`src/rtl/icache_pkg.sv`:
```
//////////////////////////////
// shared types and constants of the instruction cache
// import inside each module body that needs them
//////////////////////////////
`default_nettype none

package icache_pkg;

  // widths that carry a meaning
  typedef logic [31:0]  addr_t;   // byte address
  typedef logic [63:0]  word_t;   // fetch word, memory beat
  typedef logic [127:0] line_t;   // two words, low word first
  typedef logic [1:0]   resp_t;

  // bus response codes
  localparam resp_t RESP_OKAY   = 2'b00;
  localparam resp_t RESP_SLVERR = 2'b10;

  // line geometry
  localparam int OFFSET_W = 4;  // 16 byte lines
  localparam int NUM_WAYS = 2;

endpackage

`default_nettype wire

```
`src/rtl/icache_tag_store.sv`:
```
//////////////////////////////
// tag, valid and lru state of the two ways
// combinational lookup, victim choice, flush clears all valid bits
//////////////////////////////
`default_nettype none

module icache_tag_store #(
  parameter  int INDEX_W = 6,
  localparam int TAG_W   = 32 - INDEX_W - icache_pkg::OFFSET_W
) (
  input  logic               clk,
  input  logic               rst,
  input  logic               flush_i,
  // lookup
  input  logic [INDEX_W-1:0] lookup_index_i,
  input  logic [TAG_W-1:0]   lookup_tag_i,
  output logic               hit_o,
  output logic               hit_way_o,
  output logic               victim_way_o,
  // fill side
  input  logic               fill_en_i,
  input  logic               fill_way_i,
  input  logic [INDEX_W-1:0] fill_index_i,
  input  logic [TAG_W-1:0]   fill_tag_i,
  input  logic               fill_valid_i,
  // lru update, applied at fill_index_i
  input  logic               touch_en_i,
  input  logic               touch_way_i
);
  import icache_pkg::*;

  localparam int SETS = 1 << INDEX_W;

  typedef logic [TAG_W-1:0] tag_t;

  tag_t                  tag_q [NUM_WAYS][SETS];
  logic [SETS-1:0]       valid_q [NUM_WAYS];
  logic [SETS-1:0]       lru_q;  // way to replace next
  logic [NUM_WAYS-1:0]   hit_vec;
  logic [NUM_WAYS-1:0]   set_valid;

  // compare both ways
  always_comb begin
    for (int w = 0; w < NUM_WAYS; w++) begin
      set_valid[w] = valid_q[w][lookup_index_i];
      hit_vec[w]   = set_valid[w] && (tag_q[w][lookup_index_i] == lookup_tag_i);
    end
  end

  assign hit_o     = |hit_vec;
  assign hit_way_o = hit_vec[1];

  // an empty way first, else the lru way
  always_comb begin
    if (!set_valid[0]) begin
      victim_way_o = 1'b0;
    end else if (!set_valid[1]) begin
      victim_way_o = 1'b1;
    end else begin
      victim_way_o = lru_q[lookup_index_i];
    end
  end

  // tags carry no reset, valid bits guard them
  always_ff @(posedge clk) begin
    if (fill_en_i) begin
      tag_q[fill_way_i][fill_index_i] <= fill_tag_i;
    end
  end

  always_ff @(posedge clk) begin
    if (rst || flush_i) begin
      for (int w = 0; w < NUM_WAYS; w++) begin
        valid_q[w] <= '0;
      end
    end else if (fill_en_i) begin
      valid_q[fill_way_i][fill_index_i] <= fill_valid_i;
    end
  end

  always_ff @(posedge clk) begin
    if (rst) begin
      lru_q <= '0;
    end else if (touch_en_i) begin
      lru_q[fill_index_i] <= ~touch_way_i;  // the other way ages
    end
  end

  // a line is never filled into a second way while still valid in the first
  a_hit_onehot: assert property (@(posedge clk) disable iff (rst)
    $onehot0(hit_vec))
    else $error("both ways hit at index %0d", lookup_index_i);

endmodule

`default_nettype wire

```
`config.mk`:
```
export PLATFORM = sky130hd
export DESIGN_NAME = icache_tag_store
export DESIGN_NICKNAME = d
export VERILOG_FILES = /design/src/rtl/icache_pkg.sv /design/src/rtl/icache_tag_store.sv
export SDC_FILE = /design/constraint.sdc
export NUM_CORES = 2
export LEC_CHECK = 0
export BUFFER_PORTS_ARGS = -buffer_cell sky130_fd_sc_hd__buf_4
export CAP_MARGIN = 20
export CORE_MARGIN = 2
export CORE_UTILIZATION = 55
export CTS_CLUSTER_DIAMETER = 150
export CTS_CLUSTER_SIZE = 40
export DETAILED_ROUTE_END_ITERATION = 10
export PLACE_DENSITY_LB_ADDON = 0.25
export SLEW_MARGIN = 40
export SYNTH_ARGS = -nofsm -noshare
export SYNTH_HDL_FRONTEND = slang
export SYNTH_SLANG_ARGS = --single-unit
```
`constraint.sdc`:
```
create_clock -name clk -period 7.5 [get_ports clk]
set_clock_uncertainty 0.2 [all_clocks]
set_input_delay 0.75 -clock clk [delete_from_list [all_inputs] [get_ports clk]]
set_output_delay 0.75 -clock clk [all_outputs]
set_load 0.02 [all_outputs]
```
### Yosys cells after proc, flatten, opt, wreduce, memory -nomap -nowiden

Memories as Yosys holds them, arrays and structs flattened.
Index checks and enable logic that the tools add are counted.

* bitwise operators: 3
* equality and inequality tests: 2
* multiplexer cells: 28
* reductions and logical operators: 7
* magnitude comparators: 6

Operator list (count)
* 2-to-1 mux 1408 bit: 1
* binary-select mux 22 bit (select 6 bit): 2
* 2-to-1 mux 64 bit: 3
* demux 22 bit (select 6 bit): 1
* 2-to-1 mux 22 bit: 5
* bitwise mux 64 bit: 1
* OR reduction 64 bit: 1
* == test 22 bit: 2
* binary-select mux 1 bit (select 6 bit): 3
* greater-or-equal comparator 7 bit, second input constant: 2
* < comparator 6 x 7 -> 1 bit, second input constant: 2
* inverter 6 -> 7 bit: 2
* 2-to-1 mux 1 bit: 11
* < comparator 7 x 1 -> 1 bit, second input constant: 1
* demux 1 bit (select 6 bit): 1
* greater-or-equal comparator 6 x 1 -> 1 bit, second input constant: 1
* logical AND 1 bit: 4
* OR reduction 2 bit: 1
* logical OR 1 bit: 1
* inverter 1 bit: 1

* bits of input ports: 64
* memory bits (writable): 2944
* memories kept: 2
* flip-flop bits (word level): 64

Memories
* tag_q: depth 2, bits a word 1408, read ports 2, clocked after memory_dff 0, write ports 1, line icache_tag_store.sv:36 `tag_t tag_q [NUM_WAYS][SETS];`
* valid_q: depth 2, bits a word 64, read ports 2, clocked after memory_dff 0, write ports 2, line icache_tag_store.sv:37 `logic [SETS-1:0] valid_q [NUM_WAYS];`

### Longest topological paths before layout

* depth in word-level cells: 7
* mapped depth: 16

### Worst setup path before layout

No wires, ideal clock.

* path type: input-to-output
* start point: input port lookup_index_i[0]
* end point: output port hit_o
* data arrival time: 3.939 ns
* setup slack: 2.611 ns
* required time: 6.550 ns
* stages on the path: 13
* cell sequence: buf_6 buf_4 buf_4 buf_4 buf_2 mux4_2 a221oi_1 o21ai_0 o31ai_1 mux2i_1 nand4_1 nor4_2 a41o_1

* word-level cells in the longest chain between the ends: 7

Ends and longest elaborated chain
* from (decl): line icache_tag_store.sv:15 `input logic [INDEX_W-1:0] lookup_index_i,`
* inverter 6 -> 7 bit (not written as such): line icache_tag_store.sv:46 `hit_vec[w] = set_valid[w] && (tag_q[w][lookup_index_i] == lookup_tag_i);`
* binary-select mux 22 bit (select 6 bit): line icache_tag_store.sv:46
* 2-to-1 mux 22 bit (not written as such) (2 in series): line icache_tag_store.sv:46
* == test 22 bit: line icache_tag_store.sv:46
* logical AND 1 bit *: line icache_tag_store.sv:46
* named net hit_way_o: line icache_tag_store.sv:18 `output logic hit_way_o,`
* OR reduction 2 bit *: line icache_tag_store.sv:50 `assign hit_o = |hit_vec;`
* to (decl): line icache_tag_store.sv:17 `output logic hit_o,`

The timed path passes the listed nets; every way through them passes the cells marked *. The select of a mux whose other input is x is not followed.

### Worst setup path after layout

* start point: input port lookup_index_i[2]
* end point: output port hit_o

* word-level cells in the longest chain between the ends: 7

Ends and longest elaborated chain (line)
* inverter 6 -> 7 bit (not written as such): icache_tag_store.sv:46
* binary-select mux 22 bit (select 6 bit): icache_tag_store.sv:46
* 2-to-1 mux 22 bit (not written as such) (2 in series): icache_tag_store.sv:46
* == test 22 bit: icache_tag_store.sv:46
* logical AND 1 bit: icache_tag_store.sv:46
* OR reduction 2 bit *: icache_tag_store.sv:50

Mark *: on every way between the ends. The rest lies on a longest branch, timed or not. The select of a mux whose other input is x is not followed.

==> key figures <==
Route
  – Vias: a little over 60000
  – Via density: around 7
  – Post-Route WL: approximately 320 mm
  – Detail-routed net length per standard cell: about 38 um
  – 1st-iter DRT viols: around 10000
  – DRT Pass-1 Iters: 6
  – DRC viols: 0
  – Final ANT Viol Nets: 0

Floorplan
  – CORE AREA: 212000 um^2
  – Chip Height: 466 um
  – Starting Density: between 50% and 60%
  – Die area: 218000 um^2
  – Cell Rows: 169
  – Ports: 67
  – Die Span X: about 470 um

Placement
  – Placed Cells incl. Taps: 8487
  – Port-buffer cells: between 60 and 70
  – Hpwl dp: just under 200 mm
  – GPL Wtd Cong: 0.945

Clock network
  – CTS resizes: 0
  – Clock root buffer: clkbuf_16
  – Max Root-Sink Buffers: 3
  – H-tree level count: 3
  – Cts hold-fix bufs: 0
  – Sink Count: 3008
  – CTS Buf Count: 85
  – CTS clk-pin slew, worst paths: around 140 ps
  – Clock Latency Late Sink: slightly below 800 ps
  – CTS tree: built
  – Setup Fix Bufs, Post-CTS: 0

Pwr
  – Static Leak: ~38 nW
  – Worst IR Drop VDD: ~0.00022 V
  – Power Dens Cells: 218 nW/um^2

Yosys
  – Post-synthesis mux area share: around 16%
  – Synthesized area: between 100000 and 150000 um^2
  – Top cells by area, synth: edfxtp_1 (75%), mux4_2 (14%), mux2i_1 (1.3%), dfxtp_1 (1.1%), nor2_1 (1.0%)
  – Main synth FF type: edfxtp_1
  – Yosys warning count: 0
  – Syn avg cell area: ~21 um^2
  – Synth cell types: 67
  – Compound-Gate Fraction of Synth Area: 3.32%
  – Yosys top cell area share: around 75%
  – Syn_nets: ~5700
  – Post-synthesis sequential area ratio: between 70% and 80%
  – Post-synth EDFFs: ~2900
  – Area leader, netlist: edfxtp_1
  – Seq cells post-synth: approximately 3000
  – Post-Synth Adder-Cell Area: 0%
  – Post-Synth Simple-Gate Area: approximately 2.8%
  – Gate Count Post-Synth: between 5000 and 6000
  – Async set or reset register ratio after synthesis: 0%
  – Combinational family with the most area after synthesis: multiplexers
  – Synth Area in XOR/XNOR: less than 1%

Hold path
  – Worst min-delay path class: input port to flip-flop

Global routing
  – Congestion Overflow GR: 0
  – Gr usage total: between 20% and 30%
  – Pin count of the biggest net entering global routing: 130
  – Global-route wire length before repair: about 450 mm
  – Vias in the first global route: between 50000 and 60000
  – Initial antenna violation count: 11

Timing
  – # setup viols final: 0
  – Fin crit share: between 80 and 90%
  – Achievable frequency: 0.149 GHz
  – Tmin final: around 6700 ps
  – Final Max Tran Viols: 0
  – Final Hold Fails: 0
  – Worst-Margin Slew: between 900 and 1000 ps
  – RSZ-0062 raised after global routing: no
  – Setup tns final: 0 ps
  – Max_slew headroom: about a third

Job
  – Max cap viols: 0

Critical path
  – Startpoint Class: input port
  – Critical Path Fanout Max: 39
  – Critical path class: input port to output port
  – Worst EP arrival: approximately 5800 ps
  – Worst setup EP type: output port
  – Required time worst endpoint: about 6600 ps

Finish
  – Area grow syn2layout: 6.56%
  – Nets: about 5800
  – Layout cell share with drive strength beyond 1: between 20 and 25%
  – Final non-filler cell total: between 8000 and 9000

Outcome
  – Status: finished clean
cell usage in the layout, fill, tap and decap left out, types with 12 or more instances in the layout:
master	synthesis	routed
a22o_1	27	27
mux4_2	743	743
buf_6	20	18
xnor2_1	22	22
nand3_1	29	28
nor2_1	326	190
a211oi_1	79	78
nor2b_1	21	16
o21ai_0	159	157
buf_12	0	28
buf_4	46	329
o22ai_1	53	53
nor2_2	0	131
mux2_2	17	17
edfxtp_1	2944	2944
nor3_1	162	161
clkbuf_16	0	85
mux2i_1	155	155
and3_1	12	12
a221oi_1	45	43
nor4_1	17	16
nand2_1	114	106
a21oi_1	61	61
a22oi_1	93	93
clkbuf_1	200	16
dfxtp_1	64	64
xor2_1	13	13
flip-flops by register name (all words and copies together), names as in the netlist:
name     cells
valid_q    128
lru_q       64
tag_q     2816
final timing paths:
path,from,end,slack [ps],cells past startpoint
worst max register to register,lru_q[12],lru_q[12],6520,2
worst min-delay path,fill_tag_i[19],tag_q[1][415],180,1
worst min register to register,lru_q[44],lru_q[44],310,2
worst max-delay path,lookup_index_i[2],hit_o,780,13
area by class of cell:
cell class	instances	area [um^2]
sequential	3008	89700
fill	15100	86900
multi-input combinational	2270	26500
tap	2821	3530
timing repair buffer	381	3340
clock buffer	101	2190
clock inverter	4	77.6
inverter	10	42.5
antenna	4	10.0
metrics by stage:
stage / cell area (um^2) / power, mW / hold slack, ps / worst slack (ps) / util [%]
3_5_place_dp: 123000 / 20.9 / 290 / 719 / 57.9
6_report: 125000 / 27.3 / 176 / 781 / 59.0
2_1_floorplan: 118000 / 19.9 / 275 / 2610 / -
5_1_grt: 125000 / 27.9 / 135 / 683 / 59.0
3_3_place_gp: 123000 / 20.8 / 282 / 628 / 57.9
4_1_cts: 125000 / 27.3 / 190 / 712 / 59.0
critical path, cell delays in order:
cell and delay (ps):
buf_8 290, buf_16 320, nor2b_4 650, buf_4 720
a22oi_1 350, nand3_1 170, o21ai_0 270, a221oi_1 810
xnor2_1 200, nand3_1 80, nor4_1 490, a41o_1 350
buf_4 170
cells by family after synthesis:
| group | count (synthesis) |
|---|---|
| AOI/OAI and AO/OA | 582 |
| xor gates and xnor gates | 35 |
| buffers and inverters | 401 |
| DFF | 3008 |
| muxes | 915 |
| and+or+nand+nor | 738 |
synthesized netlist by cell type, types with 6 or more instances:
cell type / number
edfxtp_1: 2944
mux4_2: 743
nor2_1: 326
clkbuf_1: 200
nor3_1: 162
o21ai_0: 159
mux2i_1: 155
nand2_1: 114
a22oi_1: 93
buf_2: 90
a211oi_1: 79
dfxtp_1: 64
a21oi_1: 61
o22ai_1: 53
buf_4: 46
a221oi_1: 45
buf_1: 35
nand3_1: 29
a22o_1: 27
xnor2_1: 22
nor2b_1: 21
buf_6: 20
mux2_2: 17
nor4_1: 17
xor2_1: 13
and3_1: 12
and2_1: 10
nand4_1: 9
o221ai_1: 9
a2111oi_0: 8
a32oi_1: 8
inv_1: 8
nand2b_1: 6
or2_2: 6
metal layers:
layer	global-route usage, %	wire length [um]	vias to the layer above
met5	0	98	-
li1	-	-	23600
met4	11.0	15200	10
met3	6.22	36300	609
met1	42.0	120000	32200
met2	46.5	154000	3963
report_power, final:
group	internal, mW	switching, mW	total, mW
Combinational	0.666	1.33	2.00
Sequential	18.5	0.0240	18.5
Clock	2.15	4.65	6.80
No activity file was read; power rests on OpenSTA's default activity.
