### config.mk
export PLATFORM = sky130hd
export DESIGN_NAME = icache_ctrl
export DESIGN_NICKNAME = d
export VERILOG_FILES = /design/src/rtl/icache_pkg.sv /design/src/rtl/icache_ctrl.sv
export SDC_FILE = /design/constraint.sdc
export NUM_CORES = 1
export LEC_CHECK = 0
export BUFFER_PORTS_ARGS = -buffer_cell sky130_fd_sc_hd__buf_2
export CORE_AREA = 2 2 233 235
export CTS_BUF_LIST = sky130_fd_sc_hd__clkbuf_8 sky130_fd_sc_hd__clkbuf_16
export CTS_CLUSTER_DIAMETER = 100
export DETAILED_ROUTE_END_ITERATION = 8
export DIE_AREA = 0 0 235 237
export GPL_ROUTABILITY_DRIVEN = 0
export SETUP_SLACK_MARGIN = 0.3
export SLEW_MARGIN = 15
export SYNTH_ARGS = -nofsm -noshare
export SYNTH_HDL_FRONTEND = slang
export SYNTH_SLANG_ARGS = --single-unit
### constraint.sdc
create_clock -name clk -period 3.3 [get_ports clk]
set_input_delay 0.33 -clock clk [delete_from_list [all_inputs] [get_ports clk]]
set_output_delay 0.33 -clock clk [all_outputs]
set_load 0.1 [all_outputs]
### src/rtl/icache_pkg.sv
//////////////////////////////
// shared types and constants of the instruction cache
// import inside each module body that needs them
//////////////////////////////
`default_nettype none

package icache_pkg;

  // widths that carry a meaning
  typedef logic [31:0]  addr_t;   // byte address
  typedef logic [63:0]  word_t;   // fetch word, memory beat
  typedef logic [127:0] line_t;   // two words, low word first
  typedef logic [1:0]   resp_t;

  // bus response codes
  localparam resp_t RESP_OKAY   = 2'b00;
  localparam resp_t RESP_SLVERR = 2'b10;

  // line geometry
  localparam int OFFSET_W = 4;  // 16 byte lines
  localparam int NUM_WAYS = 2;

endpackage

`default_nettype wire

### src/rtl/icache_ctrl.sv
//////////////////////////////
// cache controller: request FSM, two-beat miss burst
// and the response path back to the fetch unit
//////////////////////////////
`default_nettype none

module icache_ctrl #(
  parameter  int INDEX_W = 6,
  localparam int TAG_W   = 32 - INDEX_W - icache_pkg::OFFSET_W
) (
  input  logic                clk,
  input  logic                rst,
  input  logic                flush_i,
  // fetch request
  input  logic                req_valid_i,
  output logic                req_ready_o,
  input  icache_pkg::addr_t   req_addr_i,
  // fetch response
  output logic                rsp_valid_o,
  input  logic                rsp_ready_i,
  output icache_pkg::word_t   rsp_data_o,
  output icache_pkg::resp_t   rsp_resp_o,
  // memory read address
  output logic                mem_ar_valid_o,
  input  logic                mem_ar_ready_i,
  output icache_pkg::addr_t   mem_ar_addr_o,
  // memory read data
  input  logic                mem_r_valid_i,
  output logic                mem_r_ready_o,
  input  icache_pkg::word_t   mem_r_data_i,
  input  icache_pkg::resp_t   mem_r_resp_i,
  // tag store
  output logic                flush_o,
  output logic [INDEX_W-1:0]  lookup_index_o,
  output logic [TAG_W-1:0]    lookup_tag_o,
  input  logic                hit_i,
  input  logic                hit_way_i,
  input  logic                victim_way_i,
  output logic                fill_en_o,
  output logic                fill_way_o,
  output logic [INDEX_W-1:0]  fill_index_o,
  output logic [TAG_W-1:0]    fill_tag_o,
  output logic                fill_valid_o,
  output logic                touch_en_o,
  output logic                touch_way_o,
  // data ram
  output logic [INDEX_W-1:0]  rd_index_o,
  output logic                wr_en_o,
  output logic                wr_way_o,
  output logic                wr_half_o,
  output logic [INDEX_W-1:0]  wr_index_o,
  output icache_pkg::word_t   wr_data_o,
  input  icache_pkg::line_t   rd_line0_i,
  input  icache_pkg::line_t   rd_line1_i
);
  import icache_pkg::*;

  localparam int IDX_LO = OFFSET_W;
  localparam int TAG_LO = OFFSET_W + INDEX_W;

  typedef enum logic [2:0] {
    IDLE,
    HIT_RSP,
    MISS_AR,
    MISS_R,
    RSP
  } state_e;

  state_e state_q, state_d;

  logic               ready_q;
  addr_t              addr_q;     // request held until the response completes
  logic               way_q;      // hit way or victim
  logic               beat_q;     // beat number within the burst
  logic               err_q;
  word_t              word_q;     // requested word of a miss

  logic               accept;
  logic               lookup_hit;
  logic               beat;
  logic               last_beat;
  logic               beat_err;
  logic               fill_ok;
  logic               idle;
  line_t              hit_line;
  logic [INDEX_W-1:0] index_q;

  assign idle       = (state_q == IDLE);
  assign accept     = req_valid_i && ready_q;
  assign lookup_hit = hit_i && !flush_i;  // a flushing cycle never hits
  assign beat       = mem_r_valid_i && (state_q == MISS_R);
  assign last_beat  = beat && beat_q;
  assign beat_err   = (mem_r_resp_i != RESP_OKAY);
  assign fill_ok    = last_beat && !err_q && !beat_err;
  assign index_q    = addr_q[TAG_LO-1:IDX_LO];

  always_comb begin
    state_d = state_q;
    case (state_q)
      IDLE:    if (accept) state_d = lookup_hit ? HIT_RSP : MISS_AR;
      HIT_RSP: if (rsp_ready_i) state_d = IDLE;
      MISS_AR: if (mem_ar_ready_i) state_d = MISS_R;
      MISS_R:  if (last_beat) state_d = RSP;
      RSP:     if (rsp_ready_i) state_d = IDLE;
      default: state_d = IDLE;
    endcase
  end

  always_ff @(posedge clk) begin
    if (rst) begin
      state_q <= IDLE;
      ready_q <= 1'b0;
      beat_q  <= 1'b0;
      err_q   <= 1'b0;
    end else begin
      state_q <= state_d;
      ready_q <= (state_d == IDLE);
      if (accept) begin
        beat_q <= 1'b0;
        err_q  <= 1'b0;
      end else if (beat) begin
        beat_q <= ~beat_q;
        err_q  <= err_q | beat_err;
      end
    end
  end

  // payload, no reset
  always_ff @(posedge clk) begin
    if (accept) begin
      addr_q <= req_addr_i;
      way_q  <= lookup_hit ? hit_way_i : victim_way_i;
    end
    if (beat && (beat_q == addr_q[3])) begin
      word_q <= mem_r_data_i;
    end
  end

  // lookup straight from the request
  assign lookup_index_o = req_addr_i[TAG_LO-1:IDX_LO];
  assign lookup_tag_o   = req_addr_i[31:TAG_LO];
  assign flush_o        = flush_i && idle;

  // miss invalidates the victim on accept, a clean fill revalidates it
  assign fill_en_o    = (accept && !lookup_hit) || fill_ok;
  assign fill_way_o   = idle ? victim_way_i : way_q;
  assign fill_index_o = idle ? lookup_index_o : index_q;
  assign fill_tag_o   = idle ? lookup_tag_o : addr_q[31:TAG_LO];
  assign fill_valid_o = !idle;
  assign touch_en_o   = (accept && lookup_hit) || fill_ok;
  assign touch_way_o  = idle ? hit_way_i : way_q;

  // ram read at the accepting edge, held on the latched index afterwards
  assign rd_index_o = idle ? lookup_index_o : index_q;
  assign wr_en_o    = beat;
  assign wr_way_o   = way_q;
  assign wr_half_o  = beat_q;
  assign wr_index_o = index_q;
  assign wr_data_o  = mem_r_data_i;

  assign hit_line = way_q ? rd_line1_i : rd_line0_i;

  assign req_ready_o    = ready_q;
  assign rsp_valid_o    = (state_q == HIT_RSP) || (state_q == RSP);
  assign rsp_data_o     = (state_q == HIT_RSP) ? (addr_q[3] ? hit_line[127:64] : hit_line[63:0])
                                               : word_q;
  assign rsp_resp_o     = ((state_q == RSP) && err_q) ? RESP_SLVERR : RESP_OKAY;
  assign mem_ar_valid_o = (state_q == MISS_AR);
  assign mem_ar_addr_o  = {addr_q[31:OFFSET_W], {OFFSET_W{1'b0}}};
  assign mem_r_ready_o  = (state_q == MISS_R);

  a_ar_hold: assert property (@(posedge clk) disable iff (rst)
    mem_ar_valid_o && !mem_ar_ready_i |=> mem_ar_valid_o && $stable(mem_ar_addr_o))
    else $error("read address dropped before handshake");

  // data comes from the ram on a hit, so this also covers the ram read index
  a_rsp_stable: assert property (@(posedge clk) disable iff (rst)
    rsp_valid_o && !rsp_ready_i |=>
      rsp_valid_o && $stable(rsp_data_o) && $stable(rsp_resp_o))
    else $error("response changed while stalled");

endmodule

`default_nettype wire

# Word level (Yosys, flattened, before mapping)
# Cells that the tools add are included.
[totals] regBits=103 in_bits=364 out_inout_bits=243
[op_classes] n_eq_ne=5 muxes=15 n_bitwise=2 reduce_logical=24
[op_table] operator="2-to-1 mux 128 bit" count=1
[op_table] operator="2-to-1 mux 64 bit" count=2
[op_table] operator="2-to-1 mux 22 bit" count=1
[op_table] operator="2-to-1 mux 3 bit" count=4
[op_table] operator="one-hot mux 3 bit (4 select lines)" count=1
[op_table] operator="logical AND 1 bit" count=11
[op_table] operator="== test 3 x 2 -> 1 bit, second input constant" count=2
[op_table] operator="logical NOT 3 bit" count=2
[op_table] operator="2-to-1 mux 6 bit" count=1
[op_table] operator="logical NOT 1 bit" count=5
[op_table] operator="2-to-1 mux 2 bit" count=2
[op_table] operator="OR reduction 2 bit" count=2
[op_table] operator="== test 3 x 1 -> 1 bit, second input constant" count=1
[op_table] operator="== test 3 bit, second input constant" count=1
[op_table] operator="logical OR 1 bit" count=3
[op_table] operator="2-to-1 mux 1 bit" count=3
[op_table] operator="nonzero test 2 bit" count=1
[op_table] operator="== test 1 bit" count=1
[op_table] operator="NOT 1 bit" count=1
[op_table] operator="OR 1 bit" count=1

# Depth between registers and ports, before layout
[logic_depth] depth_word=6 depth_mapped=6 ltp_nobuf=4

# Least setup slack after synthesis
# Ideal clock, no wire load.
[synth_timing] path_kind="register to register" startpoint="register state_q[0]" endpoint="register word_q[0] (enable)" t_arrival_ns=3.011 t_required_ns=2.871 slack_ns=-0.140 path_stages_with_launch=4 n_path_buf=1 path_cell_list="dfxtp_1 buf_2 and3b_1 and3_1"
[synth_between] elab_chain_cells=3
[synth_lines] element="start, declared" line_no="icache_ctrl.sv:69" text="state_e state_q, state_d;"
[synth_lines] element="start signal, assigned" line_no="icache_ctrl.sv:116" text="state_q <= state_d;"
[synth_lines] element="== test 3 x 2 -> 1 bit"
[synth_lines] element="named net mem_r_ready_o" line_no="icache_ctrl.sv:29" text="output logic mem_r_ready_o,"
[synth_lines] element="logical AND 1 bit" line_no="icache_ctrl.sv:91" text="assign beat = mem_r_valid_i && (state_q == MISS_R);"
[synth_lines] element="logical AND 1 bit" line_no="icache_ctrl.sv:134" text="if (beat && (beat_q == addr_q[3])) begin"
[synth_lines] element="end signal, assigned" line_no="icache_ctrl.sv:135" text="word_q <= mem_r_data_i;"
[synth_lines] element="end, declared" line_no="icache_ctrl.sv:76" text="word_t word_q;"
# The timed path passes the listed nets, and every way through them passes these cells.
# A chain may end at the register's enable or synchronous reset.

# Worst setup path after layout
[layout_timing] startpoint="register way_q (netlist: wr_way_o)" endpoint="output rsp_data_o[46]"
[layout_between] elab_chain_cells=3
[layout_lines] element="start, declared" line_no="icache_ctrl.sv:73" text="logic way_q;"
[layout_lines] element="start signal, assigned" line_no="icache_ctrl.sv:132" text="way_q <= lookup_hit ? hit_way_i : victim_way_i;"
[layout_lines] element="2-to-1 mux 128 bit" line_no="icache_ctrl.sv:161" text="assign hit_line = way_q ? rd_line1_i : rd_line0_i;"
[layout_lines] element="2-to-1 mux 64 bit (2 in series)" line_no="icache_ctrl.sv:165" text="assign rsp_data_o = (state_q == HIT_RSP) ? (addr_q[3] ? hit_line[127:64] : hit_line[63:0])"
[layout_lines] element="end, declared" line_no="icache_ctrl.sv:21" text="output icache_pkg::word_t rsp_data_o,"
# Every way passes these cells.

==> summary.txt <==
Fin Setup TNS: 0 ns
deepest clock path buffer count: 2
Synth Warn #: 0
vias after detailed routing: 5,935
cell chain of the critical path: buf_4 -> mux4_2 -> mux2_4 -> buf_2
cell leakage power: 4.50 nW
run status: completed
clock network latency to the later pin of the worst-skew pair: 0.39 ns
Total Wirelength: 32,100 um
met2 Resource Use GR: 19.2%
Post-Synthesis Mean Instance Area: 15.1 sq um
FF+latch count, synth: 100
overall global routing resource usage: 11.1%
port buffer count: 598
Initial Util: 13.3%
CTS tree: yes
arrival time at the worst endpoint: 2.47 ns
largest clock skew in the final design: 0.0156 ns
number of flops mapped to enable cells by yosys: 94
remaining antenna violation count after routing: 0
longest individual stage delay on the worst path: 0.61 ns
post-CTS repair timing setup buffer count: 0
fraction of layout cells with a size suffix above 1: 84.0%
count of hold-fix buffers inserted at cts: 0
Setup crit start kind: register
data required time at the worst endpoint: 2.97 ns
top-level I/O count: 607
overflow left after global routing: 0
cell area after technology mapping: 7070 sq um
cell at the root of the clock tree: clkbuf_16
max-slew violation count: 0
nature of the critical path endpoint: output port
met3 usage: 3.73%
die outline height: 237 um
unrepaired setup endpoints after global routing: no
primary flip-flop cell chosen by synthesis mapping: edfxtp_1
async set-or-reset flop fraction in the synthesized netlist: 0%
area added between synthesis and finish: 43.6%
total core area: 53,300 sq um
routed wire length per instance: 19.6 um
Finished Core Util: 19.1%
number of rows created at floorplan: 85
clock-pin transition on the worst setup and hold timing paths: 0.09 ns
final hold violation count: 0
H-tree depth: 3
worst hold slack across all endpoints: 0.124 ns
clock buffer count from CTS: 9
post-synthesis instance total: 469
number of antenna violations at the first check in global routing: 6
portion of the post-synthesis area used by sequential elements: 41.6%
chip width: 235 um
Num Clock Sinks: 100
final cycle utilization of the critical path: 84.9%
maximum clock rate: 0.357 GHz
leading cell types in the layout, fill and taps excluded: buf_2, edfxtp_1, mux4_2
Slew Limit Headroom: 49.9%
residual DRC count: 0
Peak VDD IR: 0.331 mV
vias in the first global route: 6,160
minimum clock period after layout: 2.80 ns
fillers: 5,832
sum of internal, switching and leakage power: 4.95 mW
number of detailed-routing iterations run before antenna repair: 4
routed via count divided by cell count: 3.63
power density relative to cell area: 488 nW/um^2
most common library cell in the layout ignoring fill and taps: buf_2
maximum net fanout on the critical path: 25
kind of critical path: reg2out
final setup violating endpoints: 0
synth unique cells: 34
busiest metal layer after global routing: met2
global-route wire length before repair: 43,400 um
Detailed Route Iter0 Violations: 288
slowest cell on the critical path: mux4_2
Worst Max-Slew Pin Slew: 0.752 ns
count of max-cap constraint violations: 0
Nets: 1,294
maximum number of pins on one net before global-route repair: 48
met1 Use GR: 12.2%
die area: 55,700 sq um
Hold WC Path Type: in2reg
post-DP HPWL: 27,100 um
# resized after CTS: 0
state kept, by name, indices dropped and copies added (netlist names):
| register | cells |
|---|---|
| word_q | 64 |
| addr_q | 29 |
| state_q | 3 |
| err_q | 1 |
| req_ready_o | 1 |
| wr_half_o | 1 |
| wr_way_o | 1 |
stage by stage:
stage / instance area, sq um / setup WS, ns / instances
after floorplan: 7090 / 0.390 / 473
after global placement: 9860 / 0.835 / 1615
after detailed placement: 9860 / 0.809 / 1615
after CTS: 10100 / 0.363 / 1631
after global routing: 10100 / 0.377 / 1633
final: 10200 / 0.499 / 1635
layout make-up:
cell class / count / area (sq um) / area share [%]
diodes: 4 / 10.0 / 0.0986
clock buffers: 9 / 225 / 2.22
clock inverters: 7 / 51.3 / 0.505
inverters: 5 / 18.8 / 0.185
multi-input cells: 204 / 2910 / 28.7
flip-flops and latches: 100 / 2940 / 29.0
well taps: 696 / 871 / 8.58
repair buffers: 610 / 3120 / 30.7
power breakdown:
| part | total, mW | leakage (nW) | internal (mW) | switching [mW] |
|---|---|---|---|---|
| Clock | 1.11 | 0.132 | 0.518 | 0.589 |
| Sequential | 1.44 | 0.902 | 1.42 | 0.0215 |
| Combinational | 2.40 | 3.47 | 0.549 | 1.85 |
cell usage after synthesis (2+ instances only):
library cell | n | share of area, %
o21ai_0 | 2 | 0.14
nor2_1 | 6 | 0.32
mux2_2 | 52 | 8.3
edfxtp_1 | 94 | 40
mux2_4 | 36 | 7.6
mux2_1 | 5 | 0.80
buf_2 | 12 | 0.85
buf_4 | 141 | 15
xnor2_1 | 3 | 0.37
nor3_1 | 2 | 0.14
mux4_2 | 64 | 20
buf_6 | 9 | 1.4
and2_1 | 2 | 0.18
dfxtp_1 | 6 | 1.7
nand2_1 | 8 | 0.42
and3_1 | 5 | 0.44
inv_1 | 4 | 0.21
clkbuf_1 | 2 | 0.11
path summary, 6_finish.rpt:
path	cells past startpoint	slack [ns]	to	from
max	4	0.50	rsp_data_o[46]	wr_way_o$_DFFE_PP_
min reg2reg	2	0.51	err_q$_SDFFE_PP0N_	err_q$_SDFFE_PP0N_
max reg2reg	4	1.01	word_q[60]$_DFFE_PP_	addr_q[3]$_DFFE_PP_
min	1	0.12	word_q[9]$_DFFE_PP_	mem_r_data_i[9]
worst max-delay path, delay by kind of cell, from the launching register on:
family / cells / cell delay [ns]
buffers and inverters: 2 / 0.74
DFF: 1 / 0.40
muxes: 2 / 0.89
layer usage:
layer | part of all wire, % | wire length, um
met2 | 50 | 16000
met1 | 38 | 12200
met4 | 2.9 | 940
met3 | 9.2 | 2950
met5 | 0.12 | 40
cells by family after synthesis:
logic type	after synthesis	synth area share (%)
buffers and inverters	169	17.6
multiplexers	158	37.3
flip-flops	100	41.6
AND/OR/NAND/NOR	31	2.41
AO/OA/AOI/OAI	7	0.637
XOR/XNOR	3	0.372
other	1	0.0531
(Power assumes the default switching activity.)
